===== config.mk =====
export PLATFORM = sky130hd
export DESIGN_NAME = lane_network
export DESIGN_NICKNAME = d
export VERILOG_FILES = /design/src/verilog/tpu_cfg_pkg.sv /design/src/verilog/tpu_op_pkg.sv /design/src/verilog/lane_network.sv
export SDC_FILE = /design/constraint.sdc
export NUM_CORES = 1
export LEC_CHECK = 0
export BUFFER_PORTS_ARGS = -buffer_cell sky130_fd_sc_hd__buf_2
export CORE_AREA = 2 2 211 213
export DETAILED_ROUTE_END_ITERATION = 10
export DIE_AREA = 0 0 213 215
export GPL_ROUTABILITY_DRIVEN = 0
export PLACE_DENSITY = 0.36
export SKIP_LAST_GASP = 1
export SYNTH_ARGS = -nofsm -noshare
export SYNTH_HDL_FRONTEND = slang
export SYNTH_SLANG_ARGS = --single-unit

===== constraint.sdc =====
create_clock -name vclk -period 3.2
set_input_delay 0.32 -clock vclk [all_inputs]
set_output_delay 0.32 -clock vclk [all_outputs]
set_load 0.05 [all_outputs]

===== src/verilog/tpu_cfg_pkg.sv =====
//////////////////////////////////////////////////////////////////////
// Sizes and word types shared by every lane of the vector slice.
// index_t is sized for NUM_REGS_DEF and lane_id_t limits lanes to 4.
//////////////////////////////////////////////////////////////////////

package tpu_cfg_pkg;

	//////////////////////////////////////////////////////////////////////
	// Default sizes
	//////////////////////////////////////////////////////////////////////
	localparam int NUM_LANES_DEF	= 4;					// Lanes in lockstep
	localparam int NUM_REGS_DEF		= 16;					// Registers per lane

	localparam int DATA_W			= 32;					// Lane word width
	localparam int INDEX_W			= $clog2(NUM_REGS_DEF);	// Register index width
	localparam int LANE_ID_W		= 2;					// Rotation amount width

	//////////////////////////////////////////////////////////////////////
	// Word types
	//////////////////////////////////////////////////////////////////////
	// Unsigned lane word, arithmetic wraps at 2**32
	typedef logic [DATA_W-1:0]		data_t;

	typedef logic [INDEX_W-1:0]		index_t;				// Register number
	typedef logic [LANE_ID_W-1:0]	lane_id_t;				// Lane number

endpackage

===== src/verilog/tpu_op_pkg.sv =====
//////////////////////////////////////////////////////////////////////
// Opcodes, operand path encodings, issue and write-back structs.
// Opcode 3'd7 and path 2'd3 are illegal and flagged by assertions.
//////////////////////////////////////////////////////////////////////

package tpu_op_pkg;

	import tpu_cfg_pkg::*;

	//////////////////////////////////////////////////////////////////////
	// Encodings
	//////////////////////////////////////////////////////////////////////
	typedef enum logic [2:0] {
		OP_ADD	= 3'd0,			// a + b
		OP_SUB	= 3'd1,			// a - b
		OP_MUL	= 3'd2,			// Low word of a * b
		OP_FMA	= 3'd3,			// a * b + c
		OP_AND	= 3'd4,			// a & b
		OP_XOR	= 3'd5,			// a ^ b
		OP_MOV	= 3'd6			// a
	} op_e;

	typedef enum logic [1:0] {
		PATH_OWN	= 2'd0,		// Own lane read
		PATH_ROT	= 2'd1,		// Read of lane (own + rot)
		PATH_SCALAR	= 2'd2		// Scalar broadcast
	} path_e;

	//////////////////////////////////////////////////////////////////////
	// Structs
	//////////////////////////////////////////////////////////////////////
	typedef struct packed {
		op_e		op;
		index_t		src1;
		index_t		src2;
		index_t		src3;
		index_t		dst;
		path_e		path1;
		path_e		path2;
		path_e		path3;
		lane_id_t	rot;		// Rotation amount for PATH_ROT
		data_t		scalar;		// Broadcast to every lane
	} issue_t;

	typedef struct packed {
		logic		we;			// Write enable
		index_t		dst;
		data_t		data;
	} wb_t;

endpackage


===== src/verilog/lane_network.sv =====
//////////////////////////////////////////////////////////////////////
// Picks each ALU source from own lane, a rotated lane or the scalar.
// Purely combinational in stage 1. NUM_LANES must not exceed 4.
//////////////////////////////////////////////////////////////////////

`timescale 1ns/10ps

module lane_network #(
	parameter int NUM_LANES	= tpu_cfg_pkg::NUM_LANES_DEF,
	parameter int LANE_ID	= 0
)(
	input	logic									clock,		// Assertion sampling only
	input	logic									valid,		// Stage-1 valid
	input	tpu_op_pkg::issue_t						instr,		// Stage-1 instruction
	input	tpu_cfg_pkg::data_t [NUM_LANES-1:0]		lane_src1,	// Operand 1 of every lane
	input	tpu_cfg_pkg::data_t [NUM_LANES-1:0]		lane_src2,	// Operand 2 of every lane
	input	tpu_cfg_pkg::data_t [NUM_LANES-1:0]		lane_src3,	// Operand 3 of every lane
	output	tpu_cfg_pkg::data_t						a,
	output	tpu_cfg_pkg::data_t						b,
	output	tpu_cfg_pkg::data_t						c
);

	import tpu_cfg_pkg::*;
	import tpu_op_pkg::*;

	localparam int SEL_W	= (NUM_LANES > 1) ? $clog2(NUM_LANES) : 1;

	logic [SEL_W-1:0]			rot_lane;			// Source lane for PATH_ROT

	data_t						own1;
	data_t						own2;
	data_t						own3;
	data_t						rot1;
	data_t						rot2;
	data_t						rot3;


	//////////////////////////////////////////////////////////////////////
	// Lane taps
	//////////////////////////////////////////////////////////////////////
	assign rot_lane	= SEL_W'((LANE_ID + int'(instr.rot)) % NUM_LANES);

	assign own1		= lane_src1[LANE_ID];
	assign own2		= lane_src2[LANE_ID];
	assign own3		= lane_src3[LANE_ID];

	assign rot1		= lane_src1[rot_lane];
	assign rot2		= lane_src2[rot_lane];
	assign rot3		= lane_src3[rot_lane];


	//////////////////////////////////////////////////////////////////////
	// Path select
	//////////////////////////////////////////////////////////////////////
	function automatic data_t pick(path_e path, data_t own, data_t rotd, data_t scalar);
		case (path)
			PATH_ROT:		return rotd;
			PATH_SCALAR:	return scalar;
			default:		return own;				// Illegal code falls back to own
		endcase
	endfunction

	assign a	= pick(instr.path1, own1, rot1, instr.scalar);
	assign b	= pick(instr.path2, own2, rot2, instr.scalar);
	assign c	= pick(instr.path3, own3, rot3, instr.scalar);

	a_path_legal: assert property (@(posedge clock)
		valid |-> ((instr.path1 != 2'd3) && (instr.path2 != 2'd3) && (instr.path3 != 2'd3)));

endmodule


==> summary.txt <==
Timing
  • Period utilization: 0.752
  • Slew headroom: 0.561
  • Min Clock Period, post-route: 2410 ps
  • Final hold violation count: 0
  • Total Negative Setup Slacks: 0 ps
  • Final Setup Violations: 0
  • Max Fclk: 0.415 GHz
  • RSZ-0062 raised after global routing: no
  • Final slew viol count: 0
  • Slew of the pin with the lowest slew margin: 659 ps

Synth
  • Share of the synthesized area in the top cell type: 0.500
  • Synthesized area divided by synthesized cell count: 9.46 µm²
  • Cell taking the most area after synthesis: mux4_2
  • Synthesis warning total: 0
  • Proportion of synthesized chip area in sequential cells: 0
  • Top cells by area in the synthesized netlist: mux4_2, a221oi_1, a21oi_1
  • Synth Instances: 457
  • Nets in the synthesized netlist: 908
  • Cell Area, Synth: 0.00432 mm²
  • Number of library cell types mapped by synthesis: 10

Clock network
  • CTS-repair resized insts: 0
  • Setup bufs post-CTS: 0
  • Hold buffer count at cts: 0

Placed design
  • Port Buffer Count: 520
  • HPWL after DPL: 24600 µm

Routing
  • Count of nets left with antenna violations after detail routing: 0
  • Per-cell via count in the routed design: 4.18
  • Number of violations reported at the end of detailed-routing iteration 0: 402
  • Number of DRC violations after detailed routing: 0
  • Routed wire length per instance: 19.5 µm
  • Total vias in the final route: 6398
  • Total wirelength of the detailed-routed design: 29900 µm
  • Length of the first detailed-routing pass in iterations: 5

Pwr
  • Total power per unit cell area: 241 mW/mm²
  • Leakage power summed over all cells: 0.00376 µW
  • Worst IR drop on VDD: 0.110 mV
  • Total power of the final layout: 1860 µW

Min path
  • Hold Path Cell Cnt: 4
  • Worst min-delay path category: in -> out
  • Worst Hold Launch: lane_src2[30]
  • Worst min-delay path endpoint: b[30]

Layout
  • Area added between synthesis and finish: 78.4%
  • Post-layout net count: 1390
  • Clk_buf instances: 0
  • Combined flip-flop and latch cell area: 0 µm²
  • Final sequential cell count: 0
  • Fraction of layout cells with a size suffix above 1: 0.702

Worst setup path
  • Data required time of the worst path: 2880 ps
  • Cell-by-cell trace of the critical path: buf_6 -> buf_12 -> mux4_2 -> a221oi_1 -> a21oi_1 -> buf_2
  • Worst stage delay on the critical path: 520 ps
  • Highest-delay cell along the critical path: mux4_2
  • Crit end category: output port
  • Highest fanout seen on the critical path: 24
  • Data arrival time at the worst-slack endpoint: 2090 ps
  • Startpoint types: input port
  • Critical setup path kind: in -> out

Floorplan
  • Die ar.: 0.0458 mm²
  • Std cell rows: 77
  • Width of the chip: 213 µm
  • Chip height: 215 µm
  • Initial cell density of the core: 0.0990
  • Core Area: 0.0436 mm²
  • Boundary pin count: 541

Global route
  • Total routing usage reported by global routing: 0.120
  • Initial antenna violation count: 3
  • First-pass GRT wire length: 41500 µm
  • Vias in the first global route: 6591
  • Maximum number of pins on one net before global-route repair: 41
  • Residual overflow from global routing: 0

Job
  • Max-cap viol count: 0

Run status
  • Result of the run: finished clean
stage by stage:
stage / setup slack, ps / area [µm²] / std cells / utilization / hold WS [ps]
after global placement: 765 / 7700 / 1529 / 0.177 / 1040
after detailed placement: 743 / 7700 / 1529 / 0.177 / 1040
after floorplan: 739 / 4320 / 457 / - / 958
after CTS: 744 / 7700 / 1529 / 0.177 / 1040
final: 792 / 7710 / 1531 / 0.177 / 1040
after global routing: 623 / 7710 / 1530 / 0.177 / 1050
routing by layer:
| layer | global-route usage | up-vias | part of all wire |
|---|---|---|---|
| li1 | - | 2853 | - |
| met1 | 0.144 | 3113 | 0.40 |
| met2 | 0.224 | 387 | 0.50 |
| met3 | 0.0187 | 41 | 0.081 |
| met4 | 0.0217 | 4 | 0.019 |
| met5 | 0 | - | 0.00090 |
worst max-delay path by stage:
stage | startpoint | end | cells after the start
4_1_cts | instr[32] | c[24] | 6
3_3_place_gp | instr[32] | c[24] | 6
2_1_floorplan | instr[38] | a[17] | 6
5_1_grt | instr[32] | a[3] | 6
6_report | instr[32] | c[21] | 6
3_5_place_dp | instr[32] | c[24] | 6
synthesized netlist by cell type:
cell type	n
a221oi_2	15
clkbuf_1	43
mux4_2	96
buf_1	2
a21oi_1	96
ha_1	6
buf_2	10
inv_1	102
buf_6	6
a221oi_1	81
area by class of cell:
cell class | count | area, µm²
diodes | 2 | 5.00
fillers | 5012 | 35900
inverters | 102 | 383
multi-input cells | 294 | 3690
well taps | 592 | 741
repair buffers | 541 | 2890
where the power goes:
part           switching (µW)  internal, µW   leakage, µW  total, µW
Clock                       0     0.0000835  0.0000000127  0.0000835
Sequential                  0             0             0          0
Combinational            1190           665       0.00376       1860
Total                    1190           665       0.00376       1860
cell families (layout without fill, tap and decap cells):
logic type,Yosys count,count (layout),share of synthesized area
multiplexers,96,96,0.500
other,0,2,0
AO/OA/AOI/OAI,192,192,0.327
buffers and inverters,163,643,0.155
adder cells (fa/ha/maj),6,6,0.0174
layout by cell type (no fill, tap or decap):
cell type,instances
buf_2,518
ha_2,4
a21oi_1,96
mux4_2,96
inv_1,102
a221oi_2,15
diode_2,2
ha_4,2
buf_6,1
a221oi_1,81
buf_4,12
buf_12,10
critical path: cells and delay by family:
kind            cells  cell delay, ps
mux                 1             520
compound gates      2             370
buf+inv             3             830
No activity file was read; power rests on OpenSTA's default activity.
