## src/verilog/tpu_cfg_pkg.sv

```systemverilog
//////////////////////////////////////////////////////////////////////
// Sizes and word types shared by every lane of the vector slice.
// index_t is sized for NUM_REGS_DEF and lane_id_t limits lanes to 4.
//////////////////////////////////////////////////////////////////////

package tpu_cfg_pkg;

	//////////////////////////////////////////////////////////////////////
	// Default sizes
	//////////////////////////////////////////////////////////////////////
	localparam int NUM_LANES_DEF	= 4;					// Lanes in lockstep
	localparam int NUM_REGS_DEF		= 16;					// Registers per lane

	localparam int DATA_W			= 32;					// Lane word width
	localparam int INDEX_W			= $clog2(NUM_REGS_DEF);	// Register index width
	localparam int LANE_ID_W		= 2;					// Rotation amount width

	//////////////////////////////////////////////////////////////////////
	// Word types
	//////////////////////////////////////////////////////////////////////
	// Unsigned lane word, arithmetic wraps at 2**32
	typedef logic [DATA_W-1:0]		data_t;

	typedef logic [INDEX_W-1:0]		index_t;				// Register number
	typedef logic [LANE_ID_W-1:0]	lane_id_t;				// Lane number

endpackage
```

## src/verilog/tpu_op_pkg.sv

```systemverilog
//////////////////////////////////////////////////////////////////////
// Opcodes, operand path encodings, issue and write-back structs.
// Opcode 3'd7 and path 2'd3 are illegal and flagged by assertions.
//////////////////////////////////////////////////////////////////////

package tpu_op_pkg;

	import tpu_cfg_pkg::*;

	//////////////////////////////////////////////////////////////////////
	// Encodings
	//////////////////////////////////////////////////////////////////////
	typedef enum logic [2:0] {
		OP_ADD	= 3'd0,			// a + b
		OP_SUB	= 3'd1,			// a - b
		OP_MUL	= 3'd2,			// Low word of a * b
		OP_FMA	= 3'd3,			// a * b + c
		OP_AND	= 3'd4,			// a & b
		OP_XOR	= 3'd5,			// a ^ b
		OP_MOV	= 3'd6			// a
	} op_e;

	typedef enum logic [1:0] {
		PATH_OWN	= 2'd0,		// Own lane read
		PATH_ROT	= 2'd1,		// Read of lane (own + rot)
		PATH_SCALAR	= 2'd2		// Scalar broadcast
	} path_e;

	//////////////////////////////////////////////////////////////////////
	// Structs
	//////////////////////////////////////////////////////////////////////
	typedef struct packed {
		op_e		op;
		index_t		src1;
		index_t		src2;
		index_t		src3;
		index_t		dst;
		path_e		path1;
		path_e		path2;
		path_e		path3;
		lane_id_t	rot;		// Rotation amount for PATH_ROT
		data_t		scalar;		// Broadcast to every lane
	} issue_t;

	typedef struct packed {
		logic		we;			// Write enable
		index_t		dst;
		data_t		data;
	} wb_t;

endpackage

```

## src/verilog/bypass_buff.sv

```systemverilog
//////////////////////////////////////////////////////////////////////
// Forwards recent write-backs onto the three stage-1 operand reads.
// BYPASS_DEPTH must cover the register file read-before-write gap (2).
//////////////////////////////////////////////////////////////////////

`timescale 1ns/10ps

module bypass_buff #(
	parameter int BYPASS_DEPTH	= 2
)(
	input	logic					clock,
	input	logic					rst,
	input	tpu_cfg_pkg::index_t	rd_idx1,		// Stage-1 index
	input	tpu_cfg_pkg::index_t	rd_idx2,		// Stage-1 index
	input	tpu_cfg_pkg::index_t	rd_idx3,		// Stage-1 index
	input	tpu_cfg_pkg::data_t		rf_data1,		// Register file read
	input	tpu_cfg_pkg::data_t		rf_data2,
	input	tpu_cfg_pkg::data_t		rf_data3,
	input	tpu_op_pkg::wb_t		wb,				// Write-back being written now
	output	tpu_cfg_pkg::data_t		src1,			// Corrected operands
	output	tpu_cfg_pkg::data_t		src2,
	output	tpu_cfg_pkg::data_t		src3
);

	import tpu_cfg_pkg::*;

	index_t						hist_idx [BYPASS_DEPTH];	// Entry 0 is youngest
	data_t						hist_data [BYPASS_DEPTH];
	logic [BYPASS_DEPTH-1:0]	hist_vld;
	logic						wb_seen;					// Any write-back since reset


	//////////////////////////////////////////////////////////////////////
	// History of enabled write-backs
	//////////////////////////////////////////////////////////////////////
	always_ff @(posedge clock) begin
		if (wb.we) begin
			hist_idx[0]		<= wb.dst;
			hist_data[0]	<= wb.data;
			for (int i = 1; i < BYPASS_DEPTH; i++) begin
				hist_idx[i]		<= hist_idx[i-1];
				hist_data[i]	<= hist_data[i-1];
			end
		end
	end

	always_ff @(posedge clock) begin
		if (rst) begin
			hist_vld	<= '0;
			wb_seen		<= 1'b0;
		end
		else if (wb.we) begin
			hist_vld	<= (hist_vld << 1) | BYPASS_DEPTH'(1);	// Shift in a valid entry
			wb_seen		<= 1'b1;
		end
	end


	//////////////////////////////////////////////////////////////////////
	// Forwarding
	//////////////////////////////////////////////////////////////////////
	function automatic data_t fwd(index_t idx, data_t rf);
		data_t	val;
		val = rf;
		// Oldest first so that younger matches override
		for (int i = BYPASS_DEPTH - 1; i >= 0; i--) begin
			if (hist_vld[i] && (hist_idx[i] == idx)) begin
				val = hist_data[i];
			end
		end
		if (wb.we && (wb.dst == idx)) begin
			val = wb.data;						// Current write-back wins
		end
		return val;
	endfunction

	always_comb begin
		src1 = fwd(rd_idx1, rf_data1);
		src2 = fwd(rd_idx2, rf_data2);
		src3 = fwd(rd_idx3, rf_data3);
	end

	a_hist_empty: assert property (@(posedge clock) disable iff (rst)
		!wb_seen |-> (hist_vld == '0));

endmodule

```

## config.mk

```make
export PLATFORM = sky130hd
export DESIGN_NAME = bypass_buff
export DESIGN_NICKNAME = d
export VERILOG_FILES = /design/src/verilog/tpu_cfg_pkg.sv /design/src/verilog/tpu_op_pkg.sv /design/src/verilog/bypass_buff.sv
export SDC_FILE = /design/constraint.sdc
export NUM_CORES = 1
export LEC_CHECK = 0
export ABC_AREA = 1
export ABC_CLOCK_PERIOD_IN_PS = 1750
export BUFFER_PORTS_ARGS = -buffer_cell sky130_fd_sc_hd__clkbuf_2
export CORE_MARGIN = 2
export CORE_UTILIZATION = 51
export CTS_CLUSTER_SIZE = 12
export DETAILED_ROUTE_END_ITERATION = 12
export PLACE_DENSITY = 0.9
export SLEW_MARGIN = 20
export SYNTH_ARGS = -nofsm -noshare
export SYNTH_HDL_FRONTEND = slang
export SYNTH_SLANG_ARGS = --single-unit
export TNS_END_PERCENT = 1
```

## constraint.sdc

```tcl
create_clock -name clock -period 1.75 [get_ports clock]
set_input_delay 0.175 -clock clock [delete_from_list [all_inputs] [get_ports clock]]
set_output_delay 0.175 -clock clock [all_outputs]
set_load 0.01 [all_outputs]
```

==> impl_metrics.json <==
{
  "outcome": "finished, violations left",
  "violations": "negative setup slack",
  "ys_seq_elements": 74,
  "maxCapViolations": 0,
  "path_max_fanout": 8,
  "critPathLaunch": "hist_idx[0][2]",
  "grt_antenna_before_repair": 0,
  "required_ns": 1.57,
  "clockBufferDepth": 2,
  "cts.sinks": 74,
  "seqPwrFrac_pct": 38.8,
  "routabilityCongestion": 0.875,
  "internal-power_mw": 3.88,
  "drc": 0,
  "syn2layout_area_growth_pct": 36.1,
  "finalSetupViolations": 96,
  "r2r-start": "hist_idx[0][2]",
  "grt_overflow": 0,
  "cp-start-kind": "flip-flop",
  "synth_cells": 1060,
  "place.port_buffers": 242,
  "viasPerCell": 5.80,
  "drive_above_1_share_pct": 30.7,
  "die_h_um": 118,
  "grt.total_usage_pct": 33.1,
  "fin_crit_sh_pct": 120,
  "seq_area_frac_synth_pct": 33.2,
  "die_w_um": 118,
  "hold_ws_ns": 0.0113,
  "num_rows": 41,
  "dieArea_um2": 13900,
  "fin_crit_ns": 2.11,
  "whs_path_depth": 2,
  "max-slew-margin-rel_pct": 63.0,
  "nets": 1441,
  "arrival_ns": 1.93,
  "power_density_nw_per_um2": 640,
  "grt_start_max_net_pins": 41,
  "power.total_mw": 5.78,
  "holdCritPathClass": "in -> reg",
  "antenna_cells": 0,
  "wl_per_cell_um": 16.8,
  "crit_type": "reg -> out",
  "path_clk_slew_ns": 0.06,
  "cp-end-kind": "primary output",
  "rsz0062_at_grt": "true",
  "core_um2": 12700,
  "drtIter0Drc": 1292,
  "ant_nets": 0,
  "maxSlewViolCount": 0,
  "cts_tree": "done",
  "final_util_pct": 71.2,
  "worst_r2r_path_depth": 1,
  "cts-root-buf": "clkbuf_16",
  "start_util_pct": 52.4,
  "insertion_delay_ns": 0.34,
  "yosys_warnings": 0,
  "switching_share_pct": 32.9,
  "peakVddDrop_mv": 0.559,
  "p_switching_mw": 1.90,
  "grt_pass1_wl_mm": 37.4,
  "io_pins": 243,
  "tightest_slew_ns": 0.555,
  "cts_buffers": 9,
  "grt_pass1_vias": 7660,
  "hold_violations": 0,
  "fmax_ghz": 0.474,
  "hold_start": "rst",
  "clock_skew_ns": 0.00700,
  "leakage_nw": 4.60,
  "wirelength_mm": 24.6,
  "synthesis.nets": 1207,
  "drt-pass1-iter-count": 6,
  "synth.distinct_cells": 24,
  "htree_num_levels": 3,
  "setup_ws_ns": -0.358,
  "hpwl_mm": 16.1,
  "clkPwrFrac_pct": 31.7,
  "pre_cts_slack_ns": -0.0372,
  "combPwrFrac_pct": 29.5,
  "dr_total_vias": 8533,
  "syn_avg_cell_area_um2": 6.26,
  "syn_area_um2": 6630
}
-- path summary, 6_finish.rpt --
path	to	slack, ns
worst max register to register	hist_idx[0][6]	0.88
worst min register to register	hist_data[0][38]	0.52
worst min-delay path	hist_vld[1]	0.01
worst max-delay path	src3[29]	-0.36
-- placed cells by master (no fill, tap or decap), drive strengths merged, types with 4 or more instances in the layout --
cell type	count
clkbuf	247
buf	60
nand3	100
nor2	218
o21ai	7
edfxtp	72
nand2	451
nand3b	4
nand4	96
inv	26
clkinv	5
-- sequential cells by signal, indices dropped and copies added, names as in the netlist --
register and flops:
hist_idx 8, hist_data 64, hist_vld 2
-- kinds of logic after synthesis --
group / Yosys count / share of synthesized area, %
compound gates: 13 / 1.07
buf+inv: 100 / 8.79
xor+xnor: 4 / 0.528
flops: 74 / 33.2
simple gates: 869 / 56.4
-- Yosys cell counts --
cell / count / area, um^2
buf_2: 55 / 275
nand4_1: 96 / 601
o21ai_0: 3 / 15.0
buf_4: 1 / 7.51
o21ai_1: 4 / 20.0
nand2_2: 1 / 6.26
nor2_2: 1 / 6.26
edfxtp_1: 72 / 2160
nor2_4: 9 / 101
nand2_1: 450 / 1690
nand3_2: 3 / 30.0
nand3_1: 96 / 480
xor2_1: 1 / 8.76
a21oi_1: 3 / 15.0
inv_1: 17 / 63.8
nor2_1: 208 / 781
dfxtp_1: 2 / 40.0
o211ai_1: 2 / 15.0
inv_2: 9 / 33.8
xnor2_1: 3 / 26.3
o22ai_1: 1 / 6.26
buf_6: 18 / 203
nand3_4: 1 / 17.5
nand3b_1: 4 / 30.0
-- repair_timing --
item	4_1_cts	5_1_grt
endpoints found under the setup margin	96	96
buffers inserted	9	0
hold buffers	0	0
gates cloned	3	6
gates resized for setup	46	45
pin swaps	19	16
-- power by group through the flow --
stage	Sequential (mW)	Combinational, mW	Clock (mW)
6_report	2.24	1.71	1.83
3_5_place_dp	2.26	1.56	0
5_1_grt	2.26	1.84	1.91
2_1_floorplan	2.22	0.838	0
3_3_place_gp	2.25	1.55	0
4_1_cts	2.23	1.63	1.83
-- area by class of cell --
| class | count | area, um^2 |
|---|---|---|
| clock inverters | 6 | 57.6 |
| flip-flops and latches | 74 | 2200 |
| well taps | 172 | 215 |
| multi-input cells | 886 | 4050 |
| fillers | 1073 | 3640 |
| inverters | 26 | 97.6 |
| clock buffers | 10 | 229 |
| repair buffers | 297 | 2170 |
-- critical path, cell delays in order (launching register included) --
cell,delay [ns]
edfxtp_1,0.46
inv_2,0.09
nand2_1,0.05
nand2_1,0.07
nor2_1,0.05
nand3b_1,0.09
buf_6,0.20
buf_16,0.17
nor2_1,0.04
nor2_1,0.11
nand2_1,0.08
nand2_1,0.06
clkbuf_2,0.12
-- metrics by stage --
step / TNS, ns / instances / cell area (um^2)
final: -28.88 / 1471 / 9030
after global routing: -38.52 / 1471 / 9030
after CTS: -25.28 / 1465 / 8760
after detailed placement: -0.324 / 1437 / 8190
after global placement: -0.0211 / 1437 / 8190
after floorplan: 0 / 1060 / 6630
-- routing by layer --
metal  vias up  part of all wire (%)  track usage (%)
met5         -                     0                0
met4         0                   3.7             12.7
met2       733                    48             55.9
met3       109                    12             4.99
li1       3963                     -                -
met1      3728                    36             42.6
(Power assumes the default switching activity.)
