--- config.mk ---
export PLATFORM = sky130hd
export DESIGN_NAME = lane_alu
export DESIGN_NICKNAME = d
export VERILOG_FILES = /design/src/verilog/tpu_cfg_pkg.sv /design/src/verilog/tpu_op_pkg.sv /design/src/verilog/lane_alu.sv
export SDC_FILE = /design/constraint.sdc
export NUM_CORES = 1
export LEC_CHECK = 0
export ABC_AREA = 1
export BUFFER_PORTS_ARGS = -buffer_cell sky130_fd_sc_hd__buf_2
export CAP_MARGIN = 10
export CORE_ASPECT_RATIO = 1.2
export CORE_MARGIN = 3
export CORE_UTILIZATION = 60
export CTS_BUF_LIST = sky130_fd_sc_hd__clkbuf_8
export CTS_CLUSTER_DIAMETER = 60
export DETAILED_ROUTE_END_ITERATION = 7
export PLACE_DENSITY = 0.79
export SYNTH_ARGS = -nofsm -noshare
export SYNTH_HDL_FRONTEND = slang
export SYNTH_SLANG_ARGS = --single-unit
--- constraint.sdc ---
create_clock -name clock -period 21.2 [get_ports clock]
set_clock_uncertainty 0.2 [all_clocks]
set_input_delay 1.06 -clock clock [delete_from_list [all_inputs] [get_ports clock]]
set_output_delay 1.06 -clock clock [all_outputs]
set_load 0.05 [all_outputs]
--- src/verilog/tpu_cfg_pkg.sv ---
//////////////////////////////////////////////////////////////////////
// Sizes and word types shared by every lane of the vector slice.
// index_t is sized for NUM_REGS_DEF and lane_id_t limits lanes to 4.
//////////////////////////////////////////////////////////////////////

package tpu_cfg_pkg;

	//////////////////////////////////////////////////////////////////////
	// Default sizes
	//////////////////////////////////////////////////////////////////////
	localparam int NUM_LANES_DEF	= 4;					// Lanes in lockstep
	localparam int NUM_REGS_DEF		= 16;					// Registers per lane

	localparam int DATA_W			= 32;					// Lane word width
	localparam int INDEX_W			= $clog2(NUM_REGS_DEF);	// Register index width
	localparam int LANE_ID_W		= 2;					// Rotation amount width

	//////////////////////////////////////////////////////////////////////
	// Word types
	//////////////////////////////////////////////////////////////////////
	// Unsigned lane word, arithmetic wraps at 2**32
	typedef logic [DATA_W-1:0]		data_t;

	typedef logic [INDEX_W-1:0]		index_t;				// Register number
	typedef logic [LANE_ID_W-1:0]	lane_id_t;				// Lane number

endpackage
--- src/verilog/tpu_op_pkg.sv ---
//////////////////////////////////////////////////////////////////////
// Opcodes, operand path encodings, issue and write-back structs.
// Opcode 3'd7 and path 2'd3 are illegal and flagged by assertions.
//////////////////////////////////////////////////////////////////////

package tpu_op_pkg;

	import tpu_cfg_pkg::*;

	//////////////////////////////////////////////////////////////////////
	// Encodings
	//////////////////////////////////////////////////////////////////////
	typedef enum logic [2:0] {
		OP_ADD	= 3'd0,			// a + b
		OP_SUB	= 3'd1,			// a - b
		OP_MUL	= 3'd2,			// Low word of a * b
		OP_FMA	= 3'd3,			// a * b + c
		OP_AND	= 3'd4,			// a & b
		OP_XOR	= 3'd5,			// a ^ b
		OP_MOV	= 3'd6			// a
	} op_e;

	typedef enum logic [1:0] {
		PATH_OWN	= 2'd0,		// Own lane read
		PATH_ROT	= 2'd1,		// Read of lane (own + rot)
		PATH_SCALAR	= 2'd2		// Scalar broadcast
	} path_e;

	//////////////////////////////////////////////////////////////////////
	// Structs
	//////////////////////////////////////////////////////////////////////
	typedef struct packed {
		op_e		op;
		index_t		src1;
		index_t		src2;
		index_t		src3;
		index_t		dst;
		path_e		path1;
		path_e		path2;
		path_e		path3;
		lane_id_t	rot;		// Rotation amount for PATH_ROT
		data_t		scalar;		// Broadcast to every lane
	} issue_t;

	typedef struct packed {
		logic		we;			// Write enable
		index_t		dst;
		data_t		data;
	} wb_t;

endpackage

--- src/verilog/lane_alu.sv ---
//////////////////////////////////////////////////////////////////////
// Three-source ALU with a registered write-back.
// Products keep the low 32 bits, all arithmetic wraps.
//////////////////////////////////////////////////////////////////////

`timescale 1ns/10ps

module lane_alu (
	input	logic					clock,
	input	logic					rst,
	input	logic					valid,		// Stage-1 valid
	input	tpu_op_pkg::op_e		op,
	input	tpu_cfg_pkg::index_t	dst,
	input	tpu_cfg_pkg::data_t		a,
	input	tpu_cfg_pkg::data_t		b,
	input	tpu_cfg_pkg::data_t		c,
	output	tpu_op_pkg::wb_t		wb			// Stage 2
);

	import tpu_cfg_pkg::*;
	import tpu_op_pkg::*;

	data_t						result;


	always_comb begin
		case (op)
			OP_ADD:		result = a + b;
			OP_SUB:		result = a - b;
			OP_MUL:		result = a * b;
			OP_FMA:		result = (a * b) + c;		// Both steps wrap
			OP_AND:		result = a & b;
			OP_XOR:		result = a ^ b;
			default:	result = a;					// OP_MOV
		endcase
	end

	always_ff @(posedge clock) begin
		wb.dst	<= dst;
		wb.data	<= result;
		if (rst) begin
			wb.we	<= 1'b0;
		end
		else begin
			wb.we	<= valid;
		end
	end

	a_op_legal: assert property (@(posedge clock) disable iff (rst)
		valid |-> (op inside {OP_ADD, OP_SUB, OP_MUL, OP_FMA, OP_AND, OP_XOR, OP_MOV}));

endmodule

==> results of run 1 <==
==> area by class of cell <==
type,count,area [um2]
Clock inverter,3,68.8
Clock buffer,5,68.8
Timing Repair Buffer,155,808
Sequential cell,37,741
Tap cell,474,593
Inverter,840,3150
Multi-Input combinational cell,2190,18300
Antenna cell,1,2.50
Fill cell,3313,13400
==> cells by family after synthesis <==
logic type / share of synthesized area, %
and+or+nand+nor: 20.6
buffers and inverters: 16.3
adders and majority gates: 48.0
AOI/OAI and AO/OA: 8.57
xor gates and xnor gates: 3.29
DFF: 3.25
==> cell usage in the layout, fill, tap and decap left out, types with 5 or more instances in the layout <==
cell	count
buf_4	13
nand4_1	16
o21bai_1	8
or2_2	17
nand2_1	860
a21oi_1	138
nor4_1	5
ha_1	218
a21o_1	6
nor3_1	22
inv_1	828
nor2_2	6
dfxtp_1	37
a22o_1	6
nor3_2	5
clkbuf_8	5
fa_1	410
nand3b_1	7
a31oi_1	6
a221oi_1	26
o21ai_0	84
nand3_1	89
nor2_1	113
o211ai_1	6
o21a_1	5
buf_2	142
inv_2	11
xor2_1	46
xnor2_1	34
o21ai_1	10
==> worst max path at each step <==
| stage | depth (start not counted) | start | slack (ns) | to |
|---|---|---|---|---|
| floorplan | 32 | a[12] | 12.51 | wb[26]$_DFF_P_ |
| global placement | 33 | b[9] | 11.62 | wb[25]$_DFF_P_ |
| detailed placement | 33 | b[9] | 11.45 | wb[25]$_DFF_P_ |
| CTS | 33 | b[9] | 11.82 | wb[25]$_DFF_P_ |
| global route | 41 | a[5] | 11.26 | wb[29]$_DFF_P_ |
| finish | 39 | a[5] | 11.71 | wb[25]$_DFF_P_ |
==> routing by layer <==
layer  routed length, um  up-vias  part of all wire, %
met5                 101        -                 0.14
met4                3420       14                  4.7
met3                7250      232                  9.9
met2               34600     1172                   47
met1               28000    10200                   38
li1                    -     9538                    -
==> through the flow <==
step,worst slack (ns),util [%],area [um2]
finish,11.71,63.9,23800
detailed placement,11.45,63.6,23600
global placement,11.62,63.6,23600
floorplan,12.51,-,22800
global route,11.26,63.9,23800
CTS,11.82,63.9,23800
==> results.md, run 1 <==
* Max FFs per register at 37
* Distinct cells, synth at 59
* Tcrit/Tclk final at 44.7%
* Largest stage delay on the critical path at roughly 0.64 ns
* GRT Total Usage at 37.0%
* Worst EP arrival at 9.52 ns
* Fin nets at between 3000 and 4000
* CTS Buf Count at 5
* Cell area after synthesis at ~23000 um2
* Final GP Congestion at 1.03
* Top_reg_cell synth: dfxtp_1
* Worst path bufs/invs at 8
* Initial drt markers at ~1900
* Most flops, register: wb
* Post-cts resize count at 0
* Final min period at between 9 and 10 ns
* Routed Antenna Nets at 0
* Pin count of the biggest net entering global routing at 37
* Post-Syn Nets at about 3900
* Vias in the first global route at 21900
* Most common cell on crit path: inv_1
* Synthesized area per cell at a little over 7 um2
* # H-tree levels at 2
* Final Hold Vio Count at 0
* Hold Crit Depth at 1
* #FFs+latches synth at 37
* Top Ports at about 140
* Final wirelength at roughly 73000 um
* Clock Root Buffer: clkbuf_8
* Initial antenna violation count at 8
* Crit end category: register
* Vias at around 21000
* Post-synth EDFFs at 0
* CTS tree: built
* M2 GR Usage at around 62%
* Detail Placement HPWL at 59300 um
* Placed insts at approximately 3700
* Grt met3 use at under 10%
* Count leader, synth: nand2_1
* Area contributors post-synth: fa_1, nand2_1, inv_1
* Routed len/inst at 19.8 um
* Layout area overhead at 4.36%
* Critical-path top delay cell: buf_2
* IO Port Bufs at roughly 140
* Grt peak-use layer: met2
* Sequential fraction of the synthesis area at between 3 and 4%
* Initial DRT Pass Iterations at 8
* Clock Pin Slew Worst Setup and Hold Paths at 0.09 ns
* Initial core utilization at between 60 and 70%
* Post-Synthesis Cells at 3200
* Die Wd at around 180 um
* Buffer levels on the longest clock path at 2
* Synth warn at 0
* Hold bufs inserted after CTS at 0
* Top Registers: wb: 37 flops
* TritonCTS Sinks at 37
* WHS at a little over 0.6 ns
* Chip Height at roughly 220 um
* Fmax at 0.105 GHz
* Setup TNS at 0 ns
* Met1 Track Usage GR at ~48%
* Core area at 37200 um2
* Max-slew violations at 0
* RSZ-0062 raised after global routing: false
* Non-Filler Instances at 3705
* Commonest cells in the netlist: nand2_1, inv_1, fa_1, ha_1, a21oi_1
* Share of post-route cells with drive strength above 1 at approximately 7.0%
* CP required at ~21 ns
* Row cnt at 77
* Final setup viols at 0
* Ys async rst share at 0%
* Slew HR at 41.0%
* DR DRC count at 0
* Post-synth top area share at 36.0%
* Area leader, netlist: fa_1
* CP Max Fanout at 30
* First-pass GRT wire length at 116000 um
* Hold EP: wb[33]$_DFF_P_
* Grt total ovfl at 0
* Vias/cell at 5.71
* Die area at 40400 um2
* CP startpoint kind: input port
* Post-CTS Setup Inserts at 0
* Max-cap violations at 0
* Critical path type: in2reg
* Worst hold start: dst[1]
* Worst Max-Slew Pin Slew at around 0.88 ns
* CP top delay family: adder cells
* Hold Path Class: in2reg
* Status: finished clean
Power of run 1 is left out: the tool's default activity adds up to more than one toggle a clock period on the data nets, which glitch-free logic cannot reach.
==> run 2: changes to the inputs <==
--- a/config.mk
+++ b/config.mk
@@ -5,16 +5,16 @@
 export SDC_FILE = /design/constraint.sdc
 export NUM_CORES = 1
 export LEC_CHECK = 0
-export ABC_AREA = 1
+export ABC_AREA = 0
 export BUFFER_PORTS_ARGS = -buffer_cell sky130_fd_sc_hd__buf_2
 export CAP_MARGIN = 10
 export CORE_ASPECT_RATIO = 1.2
 export CORE_MARGIN = 3
-export CORE_UTILIZATION = 60
+export CORE_UTILIZATION = 59
 export CTS_BUF_LIST = sky130_fd_sc_hd__clkbuf_8
 export CTS_CLUSTER_DIAMETER = 60
 export DETAILED_ROUTE_END_ITERATION = 7
-export PLACE_DENSITY = 0.79
+export PLACE_DENSITY = 0.81
 export SYNTH_ARGS = -nofsm -noshare
 export SYNTH_HDL_FRONTEND = slang
 export SYNTH_SLANG_ARGS = --single-unit
==> constraint.sdc (replaced) <==
create_clock -name clock -period 7.65 [get_ports clock]
set_clock_uncertainty 0.2 [all_clocks]
set_input_delay 0.3825 -clock clock [delete_from_list [all_inputs] [get_ports clock]]
set_output_delay 0.3825 -clock clock [all_outputs]
set_load 0.05 [all_outputs]
==> run 2 against run 1 <==
Compared with the run above:
- the run now ends with setup timing left
- cell count shrank 8.5%
- critical path depth is 4 lower
- sequential share of layout area down 0.38 points
- core utilization increased by 11 points
- worst setup slack got worse by 13 ns
- area after synthesis is 4.1% lower
- routed wire length is 5.2% higher
==> results.md, run 2 <==
* Sequential fraction of the synthesis area at 3.39% (+0.14 points)
* CP Max Fanout at 8 (-73%)
* Commonest cells in the netlist: inv_1, fa_1, nand2_1, and2_1, ha_1
* DR DRC count at 0 (unchanged)
* Slew HR at 31.6% (-9.5 points)
* Post-Synthesis Cells at 2525 (-21%)
* Final GP Congestion at 1.00 (-2.7%)
* Count leader, synth: inv_1
* # fillers at 2534 (-24%)
* Multi-input gate area at 20100 um2 (+9.6%)
* Grt total ovfl at 0 (unchanged)
* Post-synth EDFFs at 0 (unchanged)
* Hold Path Class: in2reg
* Fin util at 74.7% (+11 points)
* Most common cell on crit path: fa_1
* Vias/cell at 5.97 (+4.6%)
* #FFs+latches synth at 37 (unchanged)
* Largest stage delay on the critical path at 0.59 ns (-0.05 ns)
* CP startpoint kind: input port
* Final Hold Vio Count at 0 (unchanged)
* Max-slew violations at 0 (unchanged)
* Most flops, register: wb
* CTS Buf Count at 5 (unchanged)
* Commonest non-fill, non-tap cell in the layout: inv_1
* Row cnt at 76 (-1.3%)
* Worst EP arrival at 8.63 ns (-0.89 ns)
* CTS tree: built
* Vias in the first global route at 21600 (-1.3%)
* Clock Root Buffer: clkbuf_8
* Vias at 20200 (-4.3%)
* Routed Antenna Nets at 0 (unchanged)
* Clock Pin Slew Worst Setup and Hold Paths at 0.09 ns (about the same)
* Area leader, netlist: fa_1
* Post-DP Area at 25200 um2 (+6.7%)
* Cell area after synthesis at 21900 um2 (-4.1%)
* Sequential cell area at 741 um2 (unchanged)
* Final wirelength at 77200 um (+5.2%)
* Commonest non-fill, non-tap cells in the layout: inv_1, fa_1, buf_4
* Layout area overhead at 23.8%
* Max-cap violations at 0 (unchanged)
* GRT Total Usage at 38.2% (+1.2 points)
* RSZ-0062 raised after global routing: true
* Initial DRT Pass Iterations at 5 (-3)
* Final Instance Area at 27100 um2 (+14%)
* Synth warn at 0 (unchanged)
* PnR worst setup slack at -0.945 ns (-12.66 ns)
* Critical path type: in2reg
* TritonCTS Sinks at 37 (unchanged)
* Core area at 36200 um2 (-2.6%)
* Worst Max-Slew Pin Slew at 1.03 ns (+0.142 ns)
* Ys async rst share at 0% (unchanged)
* Tcrit/Tclk final at 112%
* # H-tree levels at 2 (unchanged)
* Initial antenna violation count at 6 (-2)
* Chip Height at 217 um (-1.2%)
* Max FFs per register at 37 (unchanged)
* First-pass GRT wire length at 117000 um (+1.4%)
* IO Port Bufs at 142 (unchanged)
* Final min period at between 8 and 9 ns
* Post-Syn Nets at 3259 (-17%)
* Fin nets at 3652 (-7.8%)
* Pin count of the biggest net entering global routing at 64 (+73%)
* Post-synth top area share at 37.6% (+1.5 points)
* Buffer levels on the longest clock path at 2 (unchanged)
* Top Ports at 143 (unchanged)
* Die area at 39400 um2 (-2.4%)
* Fmax at ~0.12 GHz
* Status: finished, violations left
* Crit end category: register
* Distinct cells, synth at 77 (+31%)
* Routed len/inst at 22.8 um (+15%)
* Top_reg_cell synth: dfxtp_1
* Die Wd at 182 um (-1.2%)
* CP required at 7.69 ns (-13.54 ns)
* Failing checks: setup timing
* Top Registers: wb: 37 flops
* Share of post-route cells with drive strength above 1 at 24.7% (+18 points)
* Final setup viols at 17 (+17)
* Synthesized area per cell at 8.66 um2 (+22%)
* Area contributors post-synth: fa_1, ha_1, and2_1
* Critical-path top delay cell: fa_1
* Initial core utilization at 60.3% (-0.95 points)
* Initial drt markers at 1592 (-16%)
* Detail Placement HPWL at 61800 um (+4.2%)
==> run 2: cell types whose count changed in the layout (fill, tap and decap cells not counted), moves of 35 or more <==
| cell | delta |
|---|---|
| a21oi_1 | -71 |
| and2_1 | +253 |
| nand3_1 | -70 |
| a21o_1 | +35 |
| buf_4 | +323 |
| nor2_1 | -59 |
| o21ai_0 | -35 |
| xnor2_1 | +59 |
| buf_6 | +36 |
| nand2_1 | -546 |
| inv_1 | -403 |
==> run 2: area by class of cell <==
class	instances	area share [%]
diodes	4	0.0370
clock buffers	5	0.254
clock inverters	3	0.0925
inverters	436	6.06
multi-input cells	1926	74.3
flip-flops and latches	37	2.74
well taps	468	2.16
repair buffers	512	14.4
==> run 2: kinds of logic (layout without fill, tap and decap cells) <==
family          count (synthesis)  count (layout)  synth area share (%)
compound gates                337             337                  10.0
other cells                     0               4                     0
xor+xnor                      160             160                  6.54
buf+inv                       562             956                  9.71
fa+ha+maj                     628             628                  50.0
mux                            52              52                  3.21
flops                          37              37                  3.39
simple gates                  749             749                  17.1
==> run 2: critical path: cells and delay by family <==
| kind | cells | cell delay (ns) |
|---|---|---|
| XOR/XNOR | 1 | 0.15 |
| AND/OR/NAND/NOR | 4 | 0.72 |
| AO/OA/AOI/OAI | 8 | 1.82 |
| adder cells (fa/ha/maj) | 11 | 4.49 |
| buffers and inverters | 11 | 1.06 |
==> run 2: worst paths after layout <==
check	start	cells after the start	end
worst min-delay path	rst	2	wb[36]$_SDFF_PP0_
worst max-delay path	b[8]	35	wb[30]$_DFF_P_
==> run 2: per-stage QoR <==
step	worst slack [ns]	hold slack, ns	instances	setup TNS (ns)
5_1_grt	-1.17	0.00564	3390	-13.32
6_report	-0.945	0.0147	3391	-10.28
3_3_place_gp	-1.08	0.285	3320	-13.15
3_5_place_dp	-1.25	0.286	3320	-15.41
2_1_floorplan	-0.555	0.210	2525	-3.30
4_1_cts	-0.692	0.0138	3367	-5.36
==> run 2: what timing repair did <==
action | in CTS | in global routing
buffers inserted | 39 | 26
setup endpoints to repair | 18 | 19
endpoints found under the hold margin | 4 | 0
pin swaps | 73 | 109
gates resized for setup | 144 | 121
cloned | 1 | 0
hold buffers | 4 | 0
==> run 2: metal layers <==
metal	global-route usage, %	vias to the layer above	wire length [um]
met4	25.6	4	7250
li1	-	8700	-
met2	66.9	1105	38600
met1	43.5	10000	26000
met5	0	-	30
met3	4.88	415	5350
Power of run 2 is left out for the same reason.
